**src/design/inv_pkg.sv**
```systemverilog
// shared widths and encodings for the inverter with an odd modulus chosen at the top level
package inv_pkg;

  // width of every operand, residue and u/v value
  localparam int DATA_WIDTH = 16;

  typedef logic [DATA_WIDTH-1:0] operand_t;

  // two steps per operand bit always drive v to zero
  localparam int ITERATIONS = 2 * DATA_WIDTH;

  // counter must reach ITERATIONS itself
  localparam int COUNT_WIDTH = $clog2(ITERATIONS + 1);

  typedef logic [COUNT_WIDTH-1:0] count_t;

  // one step of the binary extended euclid loop
  typedef enum logic [2:0] {
    STEP_HOLD,
    STEP_HALVE_U,
    STEP_HALVE_V,
    STEP_SUB_U,
    STEP_SUB_V
  } step_e;

  // controller states
  typedef enum logic [2:0] {
    IDLE,
    LOAD,
    DECIDE,
    UPDATE,
    FINISH
  } ctrl_state_e;

endpackage

```
**src/design/inv_step_if.sv**
```systemverilog
// step command from the controller and u/v flags back from uv_unit, all single-cycle signals
`timescale 1ns/100ps
interface inv_step_if;

  import inv_pkg::*;

  // controller side
  logic  load;
  logic  update;
  step_e step;

  // flags straight from the u/v registers
  logic  u_even;
  logic  v_even;
  logic  u_gt_v;
  logic  v_zero;

  modport ctrl (
    output load, update, step,
    input  u_even, v_even, u_gt_v, v_zero
  );

  modport uv (
    input  load, update, step,
    output u_even, v_even, u_gt_v, v_zero
  );

  modport rs (
    input  load, update, step
  );

endinterface

```
**src/design/inv_control.sv**
```systemverilog
// start is a one-cycle strobe taken only in IDLE and done rises 2 + 2*ITERATIONS edges later
`timescale 1ns/100ps
module inv_control (
  input  logic     clk,
  input  logic     reset_n,
  input  logic     start,
  output logic     busy,
  output logic     done,
  inv_step_if.ctrl step_bus
);

  import inv_pkg::*;

  ctrl_state_e state;
  ctrl_state_e state_next;
  count_t      iter_cnt;
  logic        last_iter;
  step_e       step_q;
  step_e       step_pick;

  assign last_iter = (iter_cnt == count_t'(ITERATIONS));

  // v zero wins, then parities, then the magnitude compare
  always_comb begin
    if (step_bus.v_zero) begin
      step_pick = STEP_HOLD;
    end else if (step_bus.u_even) begin
      step_pick = STEP_HALVE_U;
    end else if (step_bus.v_even) begin
      step_pick = STEP_HALVE_V;
    end else if (step_bus.u_gt_v) begin
      step_pick = STEP_SUB_U;
    end else begin
      step_pick = STEP_SUB_V;
    end
  end

  always_comb begin
    state_next = state;
    case (state)
      IDLE: begin
        if (start) begin
          state_next = LOAD;
        end
      end
      LOAD: begin
        state_next = DECIDE;
      end
      DECIDE: begin
        // one extra pass through DECIDE checks the count
        if (last_iter) begin
          state_next = FINISH;
        end else begin
          state_next = UPDATE;
        end
      end
      UPDATE: begin
        state_next = DECIDE;
      end
      FINISH: begin
        state_next = IDLE;
      end
      default: begin
        state_next = IDLE;
      end
    endcase
  end

  always_ff @(posedge clk or negedge reset_n) begin
    if (!reset_n) begin
      state <= IDLE;
    end else begin
      state <= state_next;
    end
  end

  // iteration count and the step held through UPDATE
  always_ff @(posedge clk or negedge reset_n) begin
    if (!reset_n) begin
      iter_cnt <= '0;
      step_q   <= STEP_HOLD;
    end else begin
      if (state == LOAD) begin
        iter_cnt <= '0;
      end else if (state == UPDATE) begin
        iter_cnt <= iter_cnt + 1'b1;
      end
      if (state == DECIDE) begin
        step_q <= last_iter ? STEP_HOLD : step_pick;
      end
    end
  end

  assign step_bus.load   = (state == LOAD);
  assign step_bus.update = (state == UPDATE);
  assign step_bus.step   = step_q;

  assign busy = (state != IDLE);
  assign done = (state == FINISH);

  // v has reached zero by done and the pulse lasts one cycle
  a_done_pulse: assert property (@(posedge clk) disable iff (!reset_n)
    done |-> step_bus.v_zero ##1 (!done && !busy));

  // applied step still matches the u/v flags and the count is below its limit
  a_update_in_range: assert property (@(posedge clk) disable iff (!reset_n)
    step_bus.update |-> !last_iter && (step_bus.step == step_pick));

endmodule

```
**src/design/uv_unit.sv**
```systemverilog
// v comes from the operand seen on the start cycle and MODULUS must be odd and nonzero
`timescale 1ns/100ps
module uv_unit #(
  parameter inv_pkg::operand_t MODULUS = 65521
) (
  input  logic              clk,
  input  logic              reset_n,
  input  inv_pkg::operand_t operand,
  inv_step_if.uv            step_bus
);

  import inv_pkg::*;

  operand_t operand_q;
  operand_t u;
  operand_t v;
  operand_t u_minus_v;
  operand_t v_minus_u;

  // follows the input every cycle so load sees the start-cycle operand
  always_ff @(posedge clk) begin
    operand_q <= operand;
  end

  assign u_minus_v = u - v;
  assign v_minus_u = v - u;

  always_ff @(posedge clk or negedge reset_n) begin
    if (!reset_n) begin
      u <= MODULUS;
      v <= '0;
    end else if (step_bus.load) begin
      u <= MODULUS;
      v <= operand_q;
    end else if (step_bus.update) begin
      case (step_bus.step)
        STEP_HALVE_U: begin
          u <= u >> 1;
        end
        STEP_HALVE_V: begin
          v <= v >> 1;
        end
        // both odd so the difference is even
        STEP_SUB_U: begin
          u <= u_minus_v >> 1;
        end
        STEP_SUB_V: begin
          v <= v_minus_u >> 1;
        end
        default: begin
          u <= u;
        end
      endcase
    end
  end

  // flags taken directly from the registers
  assign step_bus.u_even = ~u[0];
  assign step_bus.v_even = ~v[0];
  assign step_bus.u_gt_v = (u > v);
  assign step_bus.v_zero = (v == '0);

  // the step choice never lets u collapse to zero
  a_u_nonzero: assert property (@(posedge clk) disable iff (!reset_n)
    step_bus.update |=> (u != '0));

endmodule

```
**src/design/rs_unit.sv**
```systemverilog
// r and s stay reduced below an odd MODULUS so inverse needs no final correction
`timescale 1ns/100ps
module rs_unit #(
  parameter inv_pkg::operand_t MODULUS = 65521
) (
  input  logic               clk,
  input  logic               reset_n,
  inv_step_if.rs             step_bus,
  output inv_pkg::operand_t  inverse
);

  import inv_pkg::*;

  operand_t r;
  operand_t s;

  // x/2 mod MODULUS for x below MODULUS
  function automatic operand_t mod_half(operand_t x);
    logic [DATA_WIDTH:0] sum;
    // odd x gets the modulus added so the sum is even
    sum = {1'b0, x} + (x[0] ? {1'b0, MODULUS} : '0);
    return sum[DATA_WIDTH:1];
  endfunction

  // (x - y) mod MODULUS for x and y below MODULUS
  function automatic operand_t mod_sub(operand_t x, operand_t y);
    logic [DATA_WIDTH:0] diff;
    diff = {1'b0, x} - {1'b0, y};
    if (diff[DATA_WIDTH]) begin
      diff = diff + {1'b0, MODULUS};
    end
    return diff[DATA_WIDTH-1:0];
  endfunction

  always_ff @(posedge clk or negedge reset_n) begin
    if (!reset_n) begin
      r <= '0;
      s <= '0;
    end else if (step_bus.load) begin
      r <= '0;
      s <= operand_t'(1);
    end else if (step_bus.update) begin
      // same step as the u/v pair
      case (step_bus.step)
        STEP_HALVE_U: begin
          r <= mod_half(r);
        end
        STEP_HALVE_V: begin
          s <= mod_half(s);
        end
        STEP_SUB_U: begin
          r <= mod_half(mod_sub(r, s));
        end
        STEP_SUB_V: begin
          s <= mod_half(mod_sub(s, r));
        end
        default: begin
          r <= r;
        end
      endcase
    end
  end

  // r holds a^-1 once v has reached zero
  assign inverse = r;

  // residues stay reduced after every load and step
  a_rs_reduced: assert property (@(posedge clk) disable iff (!reset_n)
    (step_bus.load || step_bus.update) |=> (r < MODULUS) && (s < MODULUS));

endmodule

```
**src/design/mod_inverse.sv**
```systemverilog
// operand must lie below MODULUS and MODULUS must be odd, zero in gives zero out
`timescale 1ns/100ps
module mod_inverse #(
  parameter inv_pkg::operand_t MODULUS = 65521
) (
  input  logic              clk,
  input  logic              reset_n,
  input  logic              start,
  input  inv_pkg::operand_t operand,
  output logic              busy,
  output logic              done,
  output inv_pkg::operand_t inverse
);

  // step command and flags between controller and datapath
  inv_step_if step_bus ();

  inv_control i_control (
    .clk      (clk),
    .reset_n  (reset_n),
    .start    (start),
    .busy     (busy),
    .done     (done),
    .step_bus (step_bus.ctrl)
  );

  // u/v pair and its flags
  uv_unit #(
    .MODULUS (MODULUS)
  ) i_uv (
    .clk      (clk),
    .reset_n  (reset_n),
    .operand  (operand),
    .step_bus (step_bus.uv)
  );

  // r/s pair, r is the result
  rs_unit #(
    .MODULUS (MODULUS)
  ) i_rs (
    .clk      (clk),
    .reset_n  (reset_n),
    .step_bus (step_bus.rs),
    .inverse  (inverse)
  );

endmodule

```
**config.mk**
```make
export PLATFORM = sky130hd
export DESIGN_NAME = mod_inverse
export DESIGN_NICKNAME = d
export VERILOG_FILES = /design/src/design/inv_pkg.sv /design/src/design/inv_step_if.sv /design/src/design/inv_control.sv /design/src/design/uv_unit.sv /design/src/design/rs_unit.sv /design/src/design/mod_inverse.sv
export SDC_FILE = /design/constraint.sdc
export NUM_CORES = 1
export LEC_CHECK = 0
export ABC_AREA = 0
export BUFFER_PORTS_ARGS = -buffer_cell sky130_fd_sc_hd__buf_2
export CAP_MARGIN = 0
export CORE_MARGIN = 5
export CORE_UTILIZATION = 25
export CTS_CLUSTER_SIZE = 10
export DETAILED_ROUTE_END_ITERATION = 8
export PLACE_DENSITY_LB_ADDON = 0.05
export SLEW_MARGIN = 20
export SYNTH_ARGS = -nofsm -noshare
export SYNTH_HDL_FRONTEND = slang
export SYNTH_SLANG_ARGS = --single-unit
```
**constraint.sdc**
```tcl
create_clock -name clk -period 10.1 [get_ports clk]
set_input_delay 0 -clock clk [delete_from_list [all_inputs] [get_ports clk]]
set_output_delay 0 -clock clk [all_outputs]
set_load 0.005 [all_outputs]
```
==> qor.txt <==
status: complete, no violations
Remaining Overflow, GRT: 0
mapped cell area: 0.0102 sq mm
number of I/O pins: 37
share of layout cells above drive strength 1: 8.30%
final worst path period share: 54.2%
number of nets in the synthesized netlist: 1413
adder-cell share of the synthesized area: 15.4%
iteration count of the initial detailed-routing pass: 5
global-route wire length before repair: 56700 um
post-synthesis async set-or-reset flop share: 82.6%
number of hold violations in the final report: 0
sum of negative setup slack: 0 ps
fraction of synthesized cell area taken by the top area cell type: 15.5%
part of the Yosys area used for sequential elements: 22.0%
number of sinks on the clock net: 92
wire length per cell: 20.2 um
horizontal die dimension: 212 um
largest stage delay on the critical path: 770 ps
maximum capacitance violations: 0
Slew Limit Fails: 0
maximum clock rate: 183 MHz
count of antenna diodes in the layout: 0
headroom to the max-slew limit: 36.2%
Final Critical Period: 5480 ps
Data required, critical path: 10350 ps
die area: 0.0448 sq mm
Routed Antenna Nets: 0
leading cell types by count after synthesis: ha_1, a21oi_1, inv_1
Global Route Usage Sum: 16.2%
Clock Path Buffers: 2
post-DR vias/cell: 5.18
initial antenna violation count: 1
pin count of the biggest net entering global routing: 53
crit end category: register
via count of the routed design: 9454
Finished Core Util: 28.4%
post-cts sizing count: 0
initial core utilization: 25.4%
I/O Buffers: 36
routed wire length: 36800 um
buffer cell driving the clock tree root: clkbuf_16
complex-gate fraction of the synthesized area: 28.0%
DRC: 0
clock latency of the later-clocked register in the worst-skew pair: 360 ps
CTS tree: yes
fraction of synthesized area in multiplexers: 1.11%
buffers and inverters on the worst path: 1
Cell Chain, Critical Path: ha_1, inv_1, fa_1, a211oi_1, o211ai_1, nand3_1, nand2_1, nor4_1, nor2b_1, and3_1, xor2_1, ha_1, o21ai_0, a21oi_1, o21ai_0, nor2_1, o21ai_0, a41oi_2, a221o_1
vias in the first global route: 9316
most frequently used flop master after synthesis: dfrtp_1
setup violators final: 0
worst hold slack after final layout: 99.8 ps
number of setup buffers added after CTS: 0
cell class contributing the biggest share of worst-path delay: compound AO/OA/AOI/OAI gates
multi-input gate area in the final layout: 0.00733 sq mm
num rows: 73
CTS H-tree lvls: 3
filler instances: 4424
xor/xnor share of the synthesized area: 9.88%
synthesis-to-finish area growth: 11.9%
critical path type: reg2reg
unrepaired setup endpoints after global routing: false
largest driver fanout on the critical path: 17
clock-pin slew on the worst setup and hold paths: 80 ps
gp weighted congestion: 0.798
Critical-path top delay cell: dfrtp_1
most repeated cell in the gate-level netlist after synthesis: ha_1
kind of start point of the critical path: register
leading area contributor after synthesis: dfrtp_1
count of different cell masters after synthesis: 93
Synth Instances: 1271
Worst Path Arrival: 5720 ps
post-synthesis area per instance: 7.99 sq um
Yosys Warn Count: 0
area inside the core boundary: 0.0400 sq mm
cts-stage hold buffer count: 18
final net count: 1438
area taken by flip-flops and latches: 0.00224 sq mm
total half-perimeter wirelength after legalization and detailed placement: 28900 um
number of synthesized flops with an enable pin: 0
drt initial violations: 522
actual transition at the worst max-transition pin: 957 ps
number of buffers created by CTS: 9
Synth Register Bits: 92
synthesized-area fraction occupied by and/or/nand/nor cells: 17.7%
largest family of logic cells by synthesized area: compound AO/OA/AOI/OAI gates
vertical die dimension: 212 um
clock tree skew after final layout: 11.7 ps
type of the tightest min-delay check: in2async
Area contributors post-synth: dfrtp_1, ha_1, xnor2_1
cell occurring most often along the worst timing path: o21ai_0
## worst register-to-register path, cell delays in order (launching register included)
cell	delay, ps
dfrtp_1	770
ha_1	300
inv_1	60
fa_1	450
a211oi_1	320
o211ai_1	140
nand3_1	220
nand2_1	170
nor4_1	520
nor2b_1	250
and3_1	250
xor2_1	220
ha_1	330
o21ai_0	380
a21oi_1	140
o21ai_0	250
nor2_1	60
o21ai_0	100
a41oi_2	150
a221o_1	270
## kinds of logic (layout without fill, tap and decap cells)
logic type / Yosys count / in the layout
AOI/OAI and AO/OA: 434 / 434
and+or+nand+nor: 349 / 349
buffers and inverters: 149 / 179
adders and majority gates: 123 / 123
xor gates and xnor gates: 113 / 113
DFF: 92 / 92
muxes: 11 / 11
## through the flow
stage               instances  instance area, sq um  setup WS [ps]
finish                   1826                 11400           4620
global route             1826                 11400           4230
CTS                      1826                 11400           4650
detailed placement       1792                 10900           4680
global placement         1792                 10900           4700
floorplan                1271                 10200           5390
## registers in the layout, indices dropped and copies added, names as in the netlist
signal	cells
i_rs.inverse	16
i_rs.s	16
i_uv.operand_q	16
i_uv.u	16
i_uv.v	16
i_control.iter_cnt	6
i_control.state	3
i_control.step_bus.step	3
## per-layer routing
layer	part of all wire, %	GRT usage (%)	vias up
li1	-	-	4701
met1	50	22.8	4574
met2	46	26.8	143
met3	2.6	1.93	34
met4	1.7	3.22	2
met5	0.035	0	-
## worst paths after layout
path | start | to | slack (ps) | cells past startpoint
max | i_rs.s[0] | i_rs.inverse[13] | 4620 | 19
max in group asynchronous | reset_n | i_rs.inverse[7] | 8870 | 3
min | reset_n | i_uv.v[6] | 100 | 2
min in group clk | operand[5] | i_uv.operand_q[5] | 270 | 2
min reg2reg | i_uv.operand_q[15] | i_uv.v[15] | 460 | 2
max reg2reg | i_rs.s[0] | i_rs.inverse[13] | 4620 | 19
## cells in the final DEF (no fill, tap or decap), types with 29 or more instances in the layout
| master | n |
|---|---|
| a21o_1 | 49 |
| dfrtp_1 | 63 |
| a21oi_1 | 116 |
| xor2_1 | 45 |
| nor2_1 | 68 |
| nand2_1 | 95 |
| o22ai_1 | 29 |
| o21ai_0 | 81 |
| inv_1 | 96 |
| ha_1 | 119 |
| nand3_1 | 34 |
| buf_2 | 35 |
| xnor2_1 | 67 |
## final cells by class
class / count / share of cell area [%]
repair buffers: 66 / 3.98
well taps: 525 / 5.78
inverters: 97 / 3.20
multi-input cells: 1030 / 64.4
flip-flops and latches: 92 / 19.7
clock inverters: 7 / 0.946
clock buffers: 9 / 1.98
Power is not shown: default switching activity piles up to over one toggle a cycle in this logic, so the estimate is an artifact.
